<file path="src/robotController_settings.svh">
`ifndef ROBOT_CONTROLLER_SETTINGS_SVH
`define ROBOT_CONTROLLER_SETTINGS_SVH

// Map geometry and cell codes
`define MapRows 10
`define MapCols 20
`define CellFree 6
`define CellWall 5

// Off-map position of a debris piece that is absent
`define NoRow 15
`define NoCol 31

// Positions after reset
// The black cell starts under the robot
`define ResetRobotRow 3
`define ResetRobotCol 18
`define ResetCursorRow 3
`define ResetCursorCol 10
`define ResetMediumRow 5
`define ResetMediumCol 15
`define ResetHeavyRow 3
`define ResetHeavyCol 17

// Frame periods in vsync ticks
`define ScanPeriod 5
`define RobotPeriod 9

// Remove ticks needed per debris weight
`define LifeLight 3
`define LifeMedium 6
`define LifeHeavy 9

// Gamepad bit positions
`define PadUp 0
`define PadDown 1
`define PadLeft 2
`define PadRight 3
`define PadPlaceRobot 4
`define PadPlaceBlack 5
`define PadStepMode 6
`define PadLight 7
`define PadMedium 8
`define PadHeavy 9
`define PadStep 10

`endif

</file>
<file path="src/robotControllerPkg.sv">
`default_nettype none

package robotControllerPkg;

    typedef logic [3:0] rowT;
    typedef logic [4:0] colT;
    typedef logic [3:0] cellT;

    // Remaining remove ticks of the debris in front of the robot
    typedef logic [3:0] lifeT;

    typedef logic [11:0] padT;

    typedef enum logic [1:0] {
        North = 2'd0,
        South = 2'd1,
        East  = 2'd2,
        West  = 2'd3
    } headingT;

endpackage

`default_nettype wire

</file>
<file path="src/debrisField.sv">
`timescale 1ns/1ps
`default_nettype none
`include "robotController_settings.svh"

module debrisField import robotControllerPkg::*; (
    input  logic Clock50,
    input  logic reset,
    input  logic placeLight,
    input  logic placeMedium,
    input  logic placeHeavy,
    input  logic senseStrobe,
    input  logic moveGo,
    input  logic remover,
    input  logic aheadInside,
    input  rowT  cursorRow,
    input  colT  cursorCol,
    input  rowT  aheadRow,
    input  colT  aheadCol,
    output rowT  lightRow,
    output colT  lightCol,
    output rowT  mediumRow,
    output colT  mediumCol,
    output rowT  heavyRow,
    output colT  heavyCol,
    output logic barrierAhead
);

    // Index 0 is light, 1 medium, 2 heavy
    localparam rowT  StartRow [3] = '{rowT'(`NoRow), rowT'(`ResetMediumRow), rowT'(`ResetHeavyRow)};
    localparam colT  StartCol [3] = '{colT'(`NoCol), colT'(`ResetMediumCol), colT'(`ResetHeavyCol)};
    localparam lifeT PieceLife [3] = '{lifeT'(`LifeLight), lifeT'(`LifeMedium), lifeT'(`LifeHeavy)};

    rowT        pieceRow [3];
    colT        pieceCol [3];
    logic [2:0] place;
    logic [2:0] hit;
    logic [1:0] matchIdx;
    lifeT       life;
    logic       removeDone;

    assign place = {placeHeavy, placeMedium, placeLight};

    // Lightest matching piece wins
    always_comb begin
        matchIdx = 2'd0;
        for (int i = 2; i >= 0; i--) begin
            hit[i] = aheadInside && (pieceRow[i] == aheadRow) && (pieceCol[i] == aheadCol);
            if (hit[i]) begin
                matchIdx = 2'(i);
            end
        end
    end

    assign barrierAhead = |hit;
    assign removeDone   = moveGo && remover && (life == lifeT'(1)) && barrierAhead;

    always_ff @(posedge Clock50) begin
        if (reset) begin
            life <= '0;
            for (int i = 0; i < 3; i++) begin
                pieceRow[i] <= StartRow[i];
                pieceCol[i] <= StartCol[i];
            end
        end else begin
            if (senseStrobe && barrierAhead && life == '0) begin
                life <= PieceLife[matchIdx];
            end else if (moveGo && remover && life != '0) begin
                life <= life - lifeT'(1);
            end
            for (int i = 0; i < 3; i++) begin
                if (removeDone && matchIdx == 2'(i)) begin
                    pieceRow[i] <= rowT'(`NoRow);
                    pieceCol[i] <= colT'(`NoCol);
                end else if (place[i] && pieceRow[i] == rowT'(`NoRow)
                             && pieceCol[i] == colT'(`NoCol)) begin
                    pieceRow[i] <= cursorRow;
                    pieceCol[i] <= cursorCol;
                end
            end
        end
    end

    assign lightRow  = pieceRow[0];
    assign lightCol  = pieceCol[0];
    assign mediumRow = pieceRow[1];
    assign mediumCol = pieceCol[1];
    assign heavyRow  = pieceRow[2];
    assign heavyCol  = pieceCol[2];

endmodule

`default_nettype wire

</file>
<file path="src/frameTimer.sv">
`timescale 1ns/1ps
`default_nettype none
`include "robotController_settings.svh"

module frameTimer (
    input  logic Clock50,
    input  logic reset,
    input  logic vsync,
    output logic scanStrobe,
    output logic senseStrobe,
    output logic moveStrobe,
    output logic robotActive
);

    // Two synchronizer stages and one more for the edge detect
    logic vsyncMeta;
    logic vsyncSync;
    logic vsyncPrev;
    logic tick;

    logic [2:0] scanCount;
    logic [3:0] robotCount;
    // High once the first robot period has passed
    logic robotArmed;

    always_ff @(posedge Clock50) begin
        if (reset) begin
            vsyncMeta <= 1'b0;
            vsyncSync <= 1'b0;
            vsyncPrev <= 1'b0;
        end else begin
            vsyncMeta <= vsync;
            vsyncSync <= vsyncMeta;
            vsyncPrev <= vsyncSync;
        end
    end

    assign tick = vsyncSync & ~vsyncPrev;

    // Counters hold the number of ticks seen so far, modulo the period
    assign scanStrobe  = tick & (scanCount == 3'd0);
    assign senseStrobe = tick & robotArmed & (robotCount == 4'd0);
    assign moveStrobe  = tick & robotActive;

    always_ff @(posedge Clock50) begin
        if (reset) begin
            scanCount   <= 3'd0;
            robotCount  <= 4'd0;
            robotArmed  <= 1'b0;
            robotActive <= 1'b0;
        end else begin
            if (tick) begin
                if (scanCount == 3'(`ScanPeriod - 1)) begin
                    scanCount <= 3'd0;
                end else begin
                    scanCount <= scanCount + 3'd1;
                end
                if (robotCount == 4'(`RobotPeriod - 1)) begin
                    robotCount <= 4'd0;
                    robotArmed <= 1'b1;
                end else begin
                    robotCount <= robotCount + 4'd1;
                end
            end
            // Active from the sense tick up to the following move tick
            if (senseStrobe) begin
                robotActive <= 1'b1;
            end else if (moveStrobe) begin
                robotActive <= 1'b0;
            end
        end
    end

endmodule

`default_nettype wire

</file>
<file path="src/mazeMap.sv">
`timescale 1ns/1ps
`default_nettype none
`include "robotController_settings.svh"

module mazeMap import robotControllerPkg::*; (
    input  rowT  cursorRow,
    input  colT  cursorCol,
    input  rowT  headRow,
    input  colT  headCol,
    input  rowT  leftRow,
    input  colT  leftCol,
    output cellT cursorCell,
    output cellT headCell,
    output cellT leftCell
);

    // One hex digit per cell with column 0 in the top digit
    localparam logic [`MapCols*4-1:0] MapTable [`MapRows] = '{
        80'h55555555555555555555,
        80'h56665666666666665555,
        80'h56565656555555565555,
        80'h56565656666666666665,
        80'h56565656555555565555,
        80'h56566656555555565555,
        80'h56565556555555565555,
        80'h56565556555555565555,
        80'h56565556555555565555,
        80'h56666666666666665555
    };

    // Anything off the map reads as wall
    function automatic cellT cellAt(input rowT row, input colT col);
        logic [`MapCols*4-1:0] rowBits;
        if (row >= rowT'(`MapRows) || col >= colT'(`MapCols)) begin
            return cellT'(`CellWall);
        end
        rowBits = MapTable[row];
        return rowBits[(`MapCols - 1 - int'(col)) * 4 +: 4];
    endfunction

    assign cursorCell = cellAt(cursorRow, cursorCol);
    assign headCell   = cellAt(headRow, headCol);
    assign leftCell   = cellAt(leftRow, leftCol);

endmodule

`default_nettype wire

</file>
<file path="src/operatorPanel.sv">
`timescale 1ns/1ps
`default_nettype none
`include "robotController_settings.svh"

module operatorPanel import robotControllerPkg::*; (
    input  logic Clock50,
    input  logic reset,
    input  logic scanStrobe,
    input  logic moveStrobe,
    input  padT  pad,
    input  cellT cursorCell,
    output rowT  cursorRow,
    output colT  cursorCol,
    output rowT  blackRow,
    output colT  blackCol,
    output logic placeRobot,
    output logic placeLight,
    output logic placeMedium,
    output logic placeHeavy,
    output logic moveGo
);

    logic stepMode;
    logic stepPending;
    logic cursorFree;
    logic cursorOnBlack;
    logic stepTaken;

    assign cursorFree    = (cursorCell == cellT'(`CellFree));
    assign cursorOnBlack = (cursorRow == blackRow) && (cursorCol == blackCol);

    // Placement requests use the cursor as it stood before this scan
    assign placeRobot  = scanStrobe & pad[`PadPlaceRobot] & (cursorFree | cursorOnBlack);
    assign placeLight  = scanStrobe & pad[`PadLight] & cursorFree;
    assign placeMedium = scanStrobe & pad[`PadMedium] & cursorFree;
    assign placeHeavy  = scanStrobe & pad[`PadHeavy] & cursorFree;

    // In step mode each Step press lets exactly one move through
    assign stepTaken = moveStrobe & stepMode & stepPending;
    assign moveGo    = moveStrobe & (~stepMode | stepPending);

    always_ff @(posedge Clock50) begin
        if (reset) begin
            cursorRow   <= rowT'(`ResetCursorRow);
            cursorCol   <= colT'(`ResetCursorCol);
            blackRow    <= rowT'(`ResetRobotRow);
            blackCol    <= colT'(`ResetRobotCol);
            stepMode    <= 1'b0;
            stepPending <= 1'b0;
        end else begin
            if (scanStrobe) begin
                // Down beats Up, Right beats Left
                if (pad[`PadDown]) begin
                    cursorRow <= (cursorRow == rowT'(`MapRows - 1)) ? '0 : cursorRow + rowT'(1);
                end else if (pad[`PadUp]) begin
                    cursorRow <= (cursorRow == '0) ? rowT'(`MapRows - 1) : cursorRow - rowT'(1);
                end
                if (pad[`PadRight]) begin
                    cursorCol <= (cursorCol == colT'(`MapCols - 1)) ? '0 : cursorCol + colT'(1);
                end else if (pad[`PadLeft]) begin
                    cursorCol <= (cursorCol == '0) ? colT'(`MapCols - 1) : cursorCol - colT'(1);
                end
                if (pad[`PadPlaceBlack] && cursorFree) begin
                    blackRow <= cursorRow;
                    blackCol <= cursorCol;
                end
                if (pad[`PadStepMode]) begin
                    stepMode <= ~stepMode;
                end
            end
            // A move consuming the request beats a new press on the same tick
            if (stepTaken) begin
                stepPending <= 1'b0;
            end else if (scanStrobe && pad[`PadStep] && stepMode) begin
                stepPending <= 1'b1;
            end
        end
    end

endmodule

`default_nettype wire

</file>
<file path="src/robotController.sv">
`timescale 1ns/1ps
`default_nettype none

module robotController import robotControllerPkg::*; (
    input  logic        Clock50,
    input  logic        reset,
    input  logic        vsync,
    input  logic        avancar,
    input  logic        girar,
    input  logic        remover,
    input  padT         pad,
    output logic        head,
    output logic        left,
    output logic        under,
    output logic        barrier,
    output logic        robotActive,
    output logic [29:0] spriteCols,
    output logic [23:0] spriteRows,
    output headingT     heading
);

    logic scanStrobe;
    logic senseStrobe;
    logic moveStrobe;
    logic moveGo;
    logic placeRobot;
    logic placeLight;
    logic placeMedium;
    logic placeHeavy;
    logic aheadInside;
    logic barrierAhead;
    rowT  cursorRow, blackRow, robotRow, aheadRow, leftRow;
    colT  cursorCol, blackCol, robotCol, aheadCol, leftCol;
    rowT  lightRow, mediumRow, heavyRow;
    colT  lightCol, mediumCol, heavyCol;
    cellT cursorCell, headCell, leftCell;

    frameTimer timer_i (.Clock50, .reset, .vsync, .scanStrobe, .senseStrobe, .moveStrobe,
                        .robotActive);

    mazeMap map_i (.cursorRow, .cursorCol, .headRow(aheadRow), .headCol(aheadCol), .leftRow,
                   .leftCol, .cursorCell, .headCell, .leftCell);

    operatorPanel panel_i (.Clock50, .reset, .scanStrobe, .moveStrobe, .pad, .cursorCell,
                           .cursorRow, .cursorCol, .blackRow, .blackCol, .placeRobot,
                           .placeLight, .placeMedium, .placeHeavy, .moveGo);

    debrisField debris_i (.Clock50, .reset, .placeLight, .placeMedium, .placeHeavy,
                          .senseStrobe, .moveGo, .remover, .aheadInside, .cursorRow,
                          .cursorCol, .aheadRow, .aheadCol, .lightRow, .lightCol, .mediumRow,
                          .mediumCol, .heavyRow, .heavyCol, .barrierAhead);

    robotCore core_i (.Clock50, .reset, .senseStrobe, .moveGo, .placeRobot, .avancar, .girar,
                      .barrierAhead, .cursorRow, .cursorCol, .blackRow, .blackCol, .headCell,
                      .leftCell, .robotRow, .robotCol, .aheadRow, .aheadCol, .leftRow,
                      .leftCol, .heading, .aheadInside, .head, .left, .under, .barrier);

    // Black cell in the top field, cursor in the bottom one
    assign spriteCols = {blackCol, lightCol, mediumCol, heavyCol, robotCol, cursorCol};
    assign spriteRows = {blackRow, lightRow, mediumRow, heavyRow, robotRow, cursorRow};

endmodule

`default_nettype wire

</file>
<file path="src/robotCore.sv">
`timescale 1ns/1ps
`default_nettype none
`include "robotController_settings.svh"

module robotCore import robotControllerPkg::*; (
    input  logic    Clock50,
    input  logic    reset,
    input  logic    senseStrobe,
    input  logic    moveGo,
    input  logic    placeRobot,
    input  logic    avancar,
    input  logic    girar,
    input  logic    barrierAhead,
    input  rowT     cursorRow,
    input  colT     cursorCol,
    input  rowT     blackRow,
    input  colT     blackCol,
    input  cellT    headCell,
    input  cellT    leftCell,
    output rowT     robotRow,
    output colT     robotCol,
    output rowT     aheadRow,
    output colT     aheadCol,
    output rowT     leftRow,
    output colT     leftCol,
    output headingT heading,
    output logic    aheadInside,
    output logic    head,
    output logic    left,
    output logic    under,
    output logic    barrier
);

    headingT leftHeading;
    logic    leftInside;

    // Also the result of a left turn
    function automatic headingT leftOf(input headingT dir);
        case (dir)
            North:   return West;
            West:    return South;
            South:   return East;
            default: return North;
        endcase
    endfunction

    function automatic rowT stepRow(input headingT dir, input rowT row);
        case (dir)
            North:   return row - rowT'(1);
            South:   return row + rowT'(1);
            default: return row;
        endcase
    endfunction

    function automatic colT stepCol(input headingT dir, input colT col);
        case (dir)
            East:    return col + colT'(1);
            West:    return col - colT'(1);
            default: return col;
        endcase
    endfunction

    // False when the step would leave the map
    function automatic logic stepInside(input headingT dir, input rowT row, input colT col);
        case (dir)
            North:   return row != '0;
            South:   return row != rowT'(`MapRows - 1);
            East:    return col != colT'(`MapCols - 1);
            default: return col != '0;
        endcase
    endfunction

    assign leftHeading = leftOf(heading);
    assign aheadRow    = stepRow(heading, robotRow);
    assign aheadCol    = stepCol(heading, robotCol);
    assign aheadInside = stepInside(heading, robotRow, robotCol);
    assign leftRow     = stepRow(leftHeading, robotRow);
    assign leftCol     = stepCol(leftHeading, robotCol);
    assign leftInside  = stepInside(leftHeading, robotRow, robotCol);

    always_ff @(posedge Clock50) begin
        if (reset) begin
            robotRow <= rowT'(`ResetRobotRow);
            robotCol <= colT'(`ResetRobotCol);
            heading  <= East;
            head     <= 1'b0;
            left     <= 1'b0;
            under    <= 1'b0;
            barrier  <= 1'b0;
        end else begin
            if (senseStrobe) begin
                head    <= ~aheadInside | (headCell == cellT'(`CellWall));
                left    <= ~leftInside | (leftCell == cellT'(`CellWall));
                under   <= (robotRow == blackRow) && (robotCol == blackCol);
                barrier <= barrierAhead;
            end
            // Motion beats a placement landing on the same tick
            if (moveGo) begin
                if (avancar) begin
                    robotRow <= aheadRow;
                    robotCol <= aheadCol;
                end else if (girar) begin
                    heading <= leftHeading;
                end
            end else if (placeRobot) begin
                robotRow <= cursorRow;
                robotCol <= cursorCol;
            end
        end
    end

endmodule

`default_nettype wire

</file>
<file path="config.mk">
export PLATFORM = sky130hd
export DESIGN_NAME = robotController
export DESIGN_NICKNAME = d
export VERILOG_FILES = /design/src/robotControllerPkg.sv /design/src/debrisField.sv /design/src/frameTimer.sv /design/src/mazeMap.sv /design/src/operatorPanel.sv /design/src/robotController.sv /design/src/robotCore.sv
export VERILOG_INCLUDE_DIRS = /design/src
export SDC_FILE = /design/constraint.sdc
export NUM_CORES = 1
export LEC_CHECK = 0
export BUFFER_PORTS_ARGS = -buffer_cell sky130_fd_sc_hd__buf_2
export CORE_MARGIN = 1
export CORE_UTILIZATION = 45
export CTS_CLUSTER_SIZE = 14
export DETAILED_ROUTE_END_ITERATION = 8
export GPL_TIMING_DRIVEN = 0
export MAX_ROUTING_LAYER = met4
export PLACE_DENSITY = 0.69
export SETUP_SLACK_MARGIN = 0.3
export SYNTH_ARGS = -nofsm -noshare
export SYNTH_HDL_FRONTEND = slang
export SYNTH_SLANG_ARGS = --single-unit
</file>
<file path="constraint.sdc">
create_clock -name Clock50 -period 4 [get_ports Clock50]
set_input_delay 0.2 -clock Clock50 [delete_from_list [all_inputs] [get_ports Clock50]]
set_output_delay 0.2 -clock Clock50 [all_outputs]
set_load 0.02 [all_outputs]
</file>
# After elaboration in Yosys (flattened, before gate mapping)
# Memories as Yosys holds them, arrays and structs flattened.
# Cells that the tools add are included.
[word_totals]
reg_bits = 51
mem_bits_rw = 27
rom_bits = 3840
in_bits = 18
output_inout_bits = 61
word_cells = 266
n_memories = 5
[memory_table]
columns = ["name", "words", "word_bits", "rd", "rd_clocked_by_memory_dff", "wr", "line", "source"]
rows = [
  ["(name not given)", 16, 80, 1, 0, 0, "mazeMap.sv:37", "rowBits = MapTable[row];"],
  ["(name not given)", 16, 80, 1, 0, 0, "mazeMap.sv:37", ""],
  ["(name not given)", 16, 80, 1, 0, 0, "mazeMap.sv:37", ""],
  ["debris_i.pieceCol", 3, 5, 3, 0, 3, "debrisField.sv:34", "colT pieceCol [3];"],
  ["debris_i.pieceRow", 3, 4, 3, 0, 3, "debrisField.sv:33", "rowT pieceRow [3];"],
]
[classes]
addsub = 14
magnitude_cmp = 10
n_eq_ne = 35
shifts = 3
n_mux = 83
bitwise = 41
reduce_logical = 54
[ops]
columns = ["op", "count"]
rows = [
  ["80-bit 2-to-1 mux", 6],
  ["80-bit by 32-bit indexed part select with 4-bit output", 3],
  ["4-bit 2-to-1 mux", 24],
  ["5-bit 2-to-1 mux", 13],
  ["5-bit >= comparator (second input constant)", 6],
  ["1-bit 2-to-1 mux", 28],
  ["1-bit logical AND", 26],
  ["5-bit == test", 5],
  ["4-bit == test", 5],
  ["4-bit == test (second input constant)", 5],
  ["5-bit == test (second input constant)", 4],
  ["5-bit one-hot mux with 2 select lines", 2],
  ["5-bit by 5-bit subtractor with 6-bit output (first input constant)", 3],
  ["1-bit AND", 16],
  ["1-bit OR", 16],
  ["4-bit one-hot mux with 2 select lines", 2],
  ["4-bit inverter with 5-bit output", 3],
  ["4-bit by 1-bit adder with 4-bit output (second input constant)", 3],
  ["4-bit by 3-bit == test with 1-bit output (second input constant)", 3],
  ["4-bit >= comparator (second input constant)", 3],
  ["4-bit zero test", 3],
  ["2-bit AND reduction", 6],
  ["4-bit by 1-bit subtractor with 4-bit output (second input constant)", 3],
  ["5-bit by 1-bit adder with 5-bit output (second input constant)", 2],
  ["27 further kinds", 50],
]

# Longest topological paths before layout
[logic_depth]
word_depth = 15
depth_mapped = 14

# By module
# From an unflattened synthesis, not the netlist that was laid out.
[unflattened]
hier_cells = 791
area_unflattened_um2 = 6473.7
[modules_own_cells]
columns = ["mod", "n_inst", "cells_per_inst", "area_per_inst_um2", "seq_area_each_um2"]
rows = [
  ["debrisField", 1, 160, 1829.3, 890.9],
  ["robotCore", 1, 225, 1657.8, 300.3],
  ["operatorPanel", 1, 154, 1257.5, 400.4],
  ["mazeMap", 1, 189, 1158.6, 0.0],
  ["frameTimer", 1, 63, 570.5, 240.2],
]

# Worst setup path after synthesis
# No wires, ideal clock.
[synth_path]
path_type = "reg2reg"
start = "register core_i.robotRow[0]"
end = "memory debris_i.pieceCol[2][0] in the netlist's numbering, enable pin"
setup_ns = 0.409
arrival_time_ns = 3.644
slack_ns = -0.053
stages_incl_launch_ff = 10
path_buffers = 1
period_less_slack_ns = 4.053
path_cell_list = "dfxtp_1 buf_2 inv_1 ha_1 nor2b_1 o31ai_2 xor2_1 nor4_1 nand4_1 o311ai_0"
[synth_lines]
columns = ["item", "line", "source"]
rows = [
  ["from (decl)", "robotCore.sv:20", "output rowT robotRow,"],
  ["from (signal assigned)", "robotCore.sv:83", "robotRow <= rowT'(`ResetRobotRow);"],
  ["from (signal assigned)", "robotCore.sv:100", "robotRow <= aheadRow;"],
  ["from (signal assigned)", "robotCore.sv:106", "robotRow <= cursorRow;"],
  ["to (decl)", "debrisField.sv:34", ""],
]

==> results.toml <==
[outcome]
outcome = "finished, final reports clean"

[layout]
antenna_cells = 0
finalInstanceArea_um2 = 7440
nFillCells = 1173
area_growth_pct = 24.1
layout.cells.non_filler = 1015
drive_gt1_frac = 0.231
nets = 890

[setup_path]
crit_chain = "inv_4 > ha_4 > or4b_4 > o32ai_2 > a211o_2 > buf_8 > xor2_2 > nand2_1 > or4_4 > buf_6 > a41o_1 > buf_6 > o211ai_1 > buf_4 > buf_6"
r2r_slack_ns = 0.38
required_ns = 4.07
r2r_start = "core_i.heading[0]"
worstSetupPathType = "reg2reg"
critPathLaunchType = "flop"
cp.arrival_ns = 3.69
path_max_fanout = 7
crit_start = "core_i.heading[0]"
worst_setup_path_end_kind = "flop"
slowest_stage = "or4_4"
ff2ff_path_depth = 15
cpPeakStageDelay_ns = 0.52
crit_top_cell = "buf_6"

[sta]
rsz0062_at_grt = "false"
setup-violations-final = 0
fin_crit_ns = 3.62
max-slew-margin-rel = 0.482
clock-skew-final_ns = 0.0102
max_freq_mhz = 276
post-route-period-util = 0.904
hold_viol = 0
worst_pin_slew_ns = 0.770
report.final.slew_viol_count = 0

[route]
vias = 6210
wl_per_cell_um = 19.2
drt.antenna.violating_nets = 0
drtPass1Iterations = 6
viasPerCell = 6.12
drtIter0Drc = 537
drc = 0
totalWireLength_mm = 19.5

[power_and_ir_drop]
p_sw_frac = 0.270
p_per_area_nw_per_um2 = 273
peakVddDrop_uv = 212
p_sw_uw = 547
power.leakage_nw = 2.80
combPwrFrac = 0.148
p_clk_frac = 0.435
p_seq_frac = 0.418
internal-power_mw = 1.48

[logic_synthesis]
synth_compound_area_frac = 0.226
netlist_instances = 726
synth_commonest_cells = "nor2_1 (60), nand2_1 (56), dfxtp_1 (51)"
synthSimpleGateAreaFrac = 0.228
muxShareOfSynthArea = 0.0253
synth_edf_count = 27
yosysTopAreaCellShare = 0.170
netlist_area_um2 = 5990
synth_top_family_by_area = "simple AND/OR/NAND/NOR gates"
synth-adder-area-share = 0.0710
yosys.area_share.xor_xnor = 0.0875
yosysWarnings = 0
synth_seq_cells = 78
yosysTopAreaCell = "dfxtp_1"
synth.most_common_cell = "nor2_1"
synth_cell_type_count = 78
synthTopCellsByArea = "dfxtp_1 (17%), edfxtp_1 (14%), ha_1 (7.1%), xnor2_1 (5.7%), nor2_1 (3.8%)"
synth_top_flop_cell = "dfxtp_1"
synth.avg_cell_area_um2 = 8.26
postSynth.asyncResetShare = 0
synth-seq-area-share = 0.306
syn-num-nets = 778

[worst_hold_path]
worstHoldStart = "vsync"
hold_class = "in2reg"
whs_path_depth = 2

[placed_design]
gp_congestion = 0.922
port-buffer-count = 75
dp_hpwl_mm = 13.6
dp.cells = 973
placed_area_um2 = 6600

[clocking]
clockRootBuffer = "clkbuf_16"
cts_tree = "built"
htree_levels = 3
cts_num_sinks = 78
path_clk_slew_ns = 0.07
cts_buffer_depth = 2
cts_inserted_buffers = 9
postCtsHoldBufs = 0
clk_latency_ns = 0.35

[floorplanning]
dieWidth_um = 117
core_area_um2 = 12800
num_rows = 41
fp.dieArea_um2 = 13800
die_y_um = 117
ios = 79
initial_core_util = 0.467

[global_routing]
antenna_found_initial = 0
grt_max_degree = 14
grt_pass1_vias = 5748
grt_util_all_layers = 0.282
grt_pass1_wl_mm = 29.9
overflow = 0

[run]
drv_cap = 0
flip-flops by register name (all words and copies together), names as in the netlist:
| register | flops |
|---|---|
| panel_i.cursorCol | 5 |
| debris_i.pieceRow | 12 |
| timer_i.scanCount | 3 |
| timer_i.vsyncMeta | 1 |
| panel_i.stepMode | 1 |
| panel_i.cursorRow | 4 |
| debris_i.life | 4 |
| timer_i.vsyncSync | 1 |
| core_i.heading | 2 |
| core_i.robotCol | 5 |
| core_i.left | 1 |
| core_i.barrier | 1 |
| timer_i.robotCount | 4 |
| panel_i.blackCol | 5 |
| debris_i.pieceCol | 15 |
| timer_i.robotArmed | 1 |
| core_i.under | 1 |
| core_i.head | 1 |
| timer_i.robotActive | 1 |
| panel_i.stepPending | 1 |
| core_i.robotRow | 4 |
| panel_i.blackRow | 4 |
| timer_i.vsyncPrev | 1 |
power groups by stage:
stage / sequential [mW] / combinational, mW / clock (mW)
after floorplan: 0.876 / 0.169 / 0
after global placement: 0.866 / 0.250 / 0
after detailed placement: 0.867 / 0.256 / 0
after CTS: 0.849 / 0.277 / 0.883
after global routing: 0.850 / 0.320 / 0.918
final: 0.848 / 0.300 / 0.883
per-stage QoR:
| step | utilization | worst slack (ns) | power [mW] | setup TNS, ns | hold slack [ns] |
|---|---|---|---|---|---|
| 2_1_floorplan | - | 0.338 | 1.05 | 0 | 0.328 |
| 3_3_place_gp | 0.515 | -0.425 | 1.12 | -8.18 | 0.414 |
| 3_5_place_dp | 0.515 | -0.503 | 1.12 | -12.79 | 0.422 |
| 4_1_cts | 0.562 | 0.302 | 2.01 | 0 | 0.0618 |
| 5_1_grt | 0.580 | 0.287 | 2.09 | 0 | 0.0867 |
| 6_report | 0.580 | 0.382 | 2.03 | 0 | 0.0615 |
logic make-up (layout without fill, tap and decap cells):
| kind of cell | Yosys count | in the layout |
|---|---|---|
| mux | 15 | 15 |
| flops | 78 | 78 |
| simple gates | 265 | 265 |
| buf+inv | 83 | 200 |
| fa+ha+maj | 34 | 34 |
| xor+xnor | 59 | 59 |
| compound gates | 192 | 192 |
cells in the final DEF, fill, tap and decap left out, types with 12 or more instances in the layout:
cell,instances
buf_2,80
nor2_1,58
nand2_1,56
dfxtp_1,44
a21oi_1,43
xnor2_1,37
inv_1,31
nand2b_1,31
o21ai_0,31
ha_1,31
edfxtp_1,27
buf_4,26
nand3_1,25
clkbuf_1,24
xor2_1,19
nand4_1,18
mux2i_1,13
nor2b_1,12
nor3_1,12
critical path, delay by kind of cell, from the launching register on:
| family | cells | cell delay, ns |
|---|---|---|
| flops | 1 | 0.39 |
| compound gates | 4 | 0.82 |
| simple gates | 3 | 1.08 |
| xor+xnor | 1 | 0.12 |
| fa+ha+maj | 1 | 0.17 |
| buf+inv | 6 | 0.75 |
layer usage:
metal / track usage / vias to the layer above / wire (µm)
met2: 0.435 / 341 / 9030
met4: 0.133 / 0 / 603
met5: - / - / 0
li1: - / 2872 / -
met3: 0.0598 / 61 / 1670
met1: 0.352 / 2936 / 8180
worst paths after layout:
path,to
setup / recovery,debris_i.pieceCol[1][1]
hold / removal,timer_i.vsyncMeta
setup reg to reg,debris_i.pieceCol[1][1]
hold reg to reg,timer_i.vsyncSync
layout make-up:
type	count	area [µm²]	share of cell area
multi-input cells	565	4050	0.545
flip-flops and latches	78	1850	0.249
repair buffers	101	592	0.0796
plain buffers	49	277	0.0372
clock buffers	11	264	0.0355
well taps	172	215	0.0289
inverters	34	134	0.0180
clock inverters	5	55.1	0.00740
timing repair:
item,CTS,global route
pin swaps,5,10
hold endpoints to repair,0,0
buffers inserted,11,14
gates resized for setup,48,39
setup endpoints to repair,73,50
gates cloned,1,0
No activity file was read; power rests on OpenSTA's default activity.
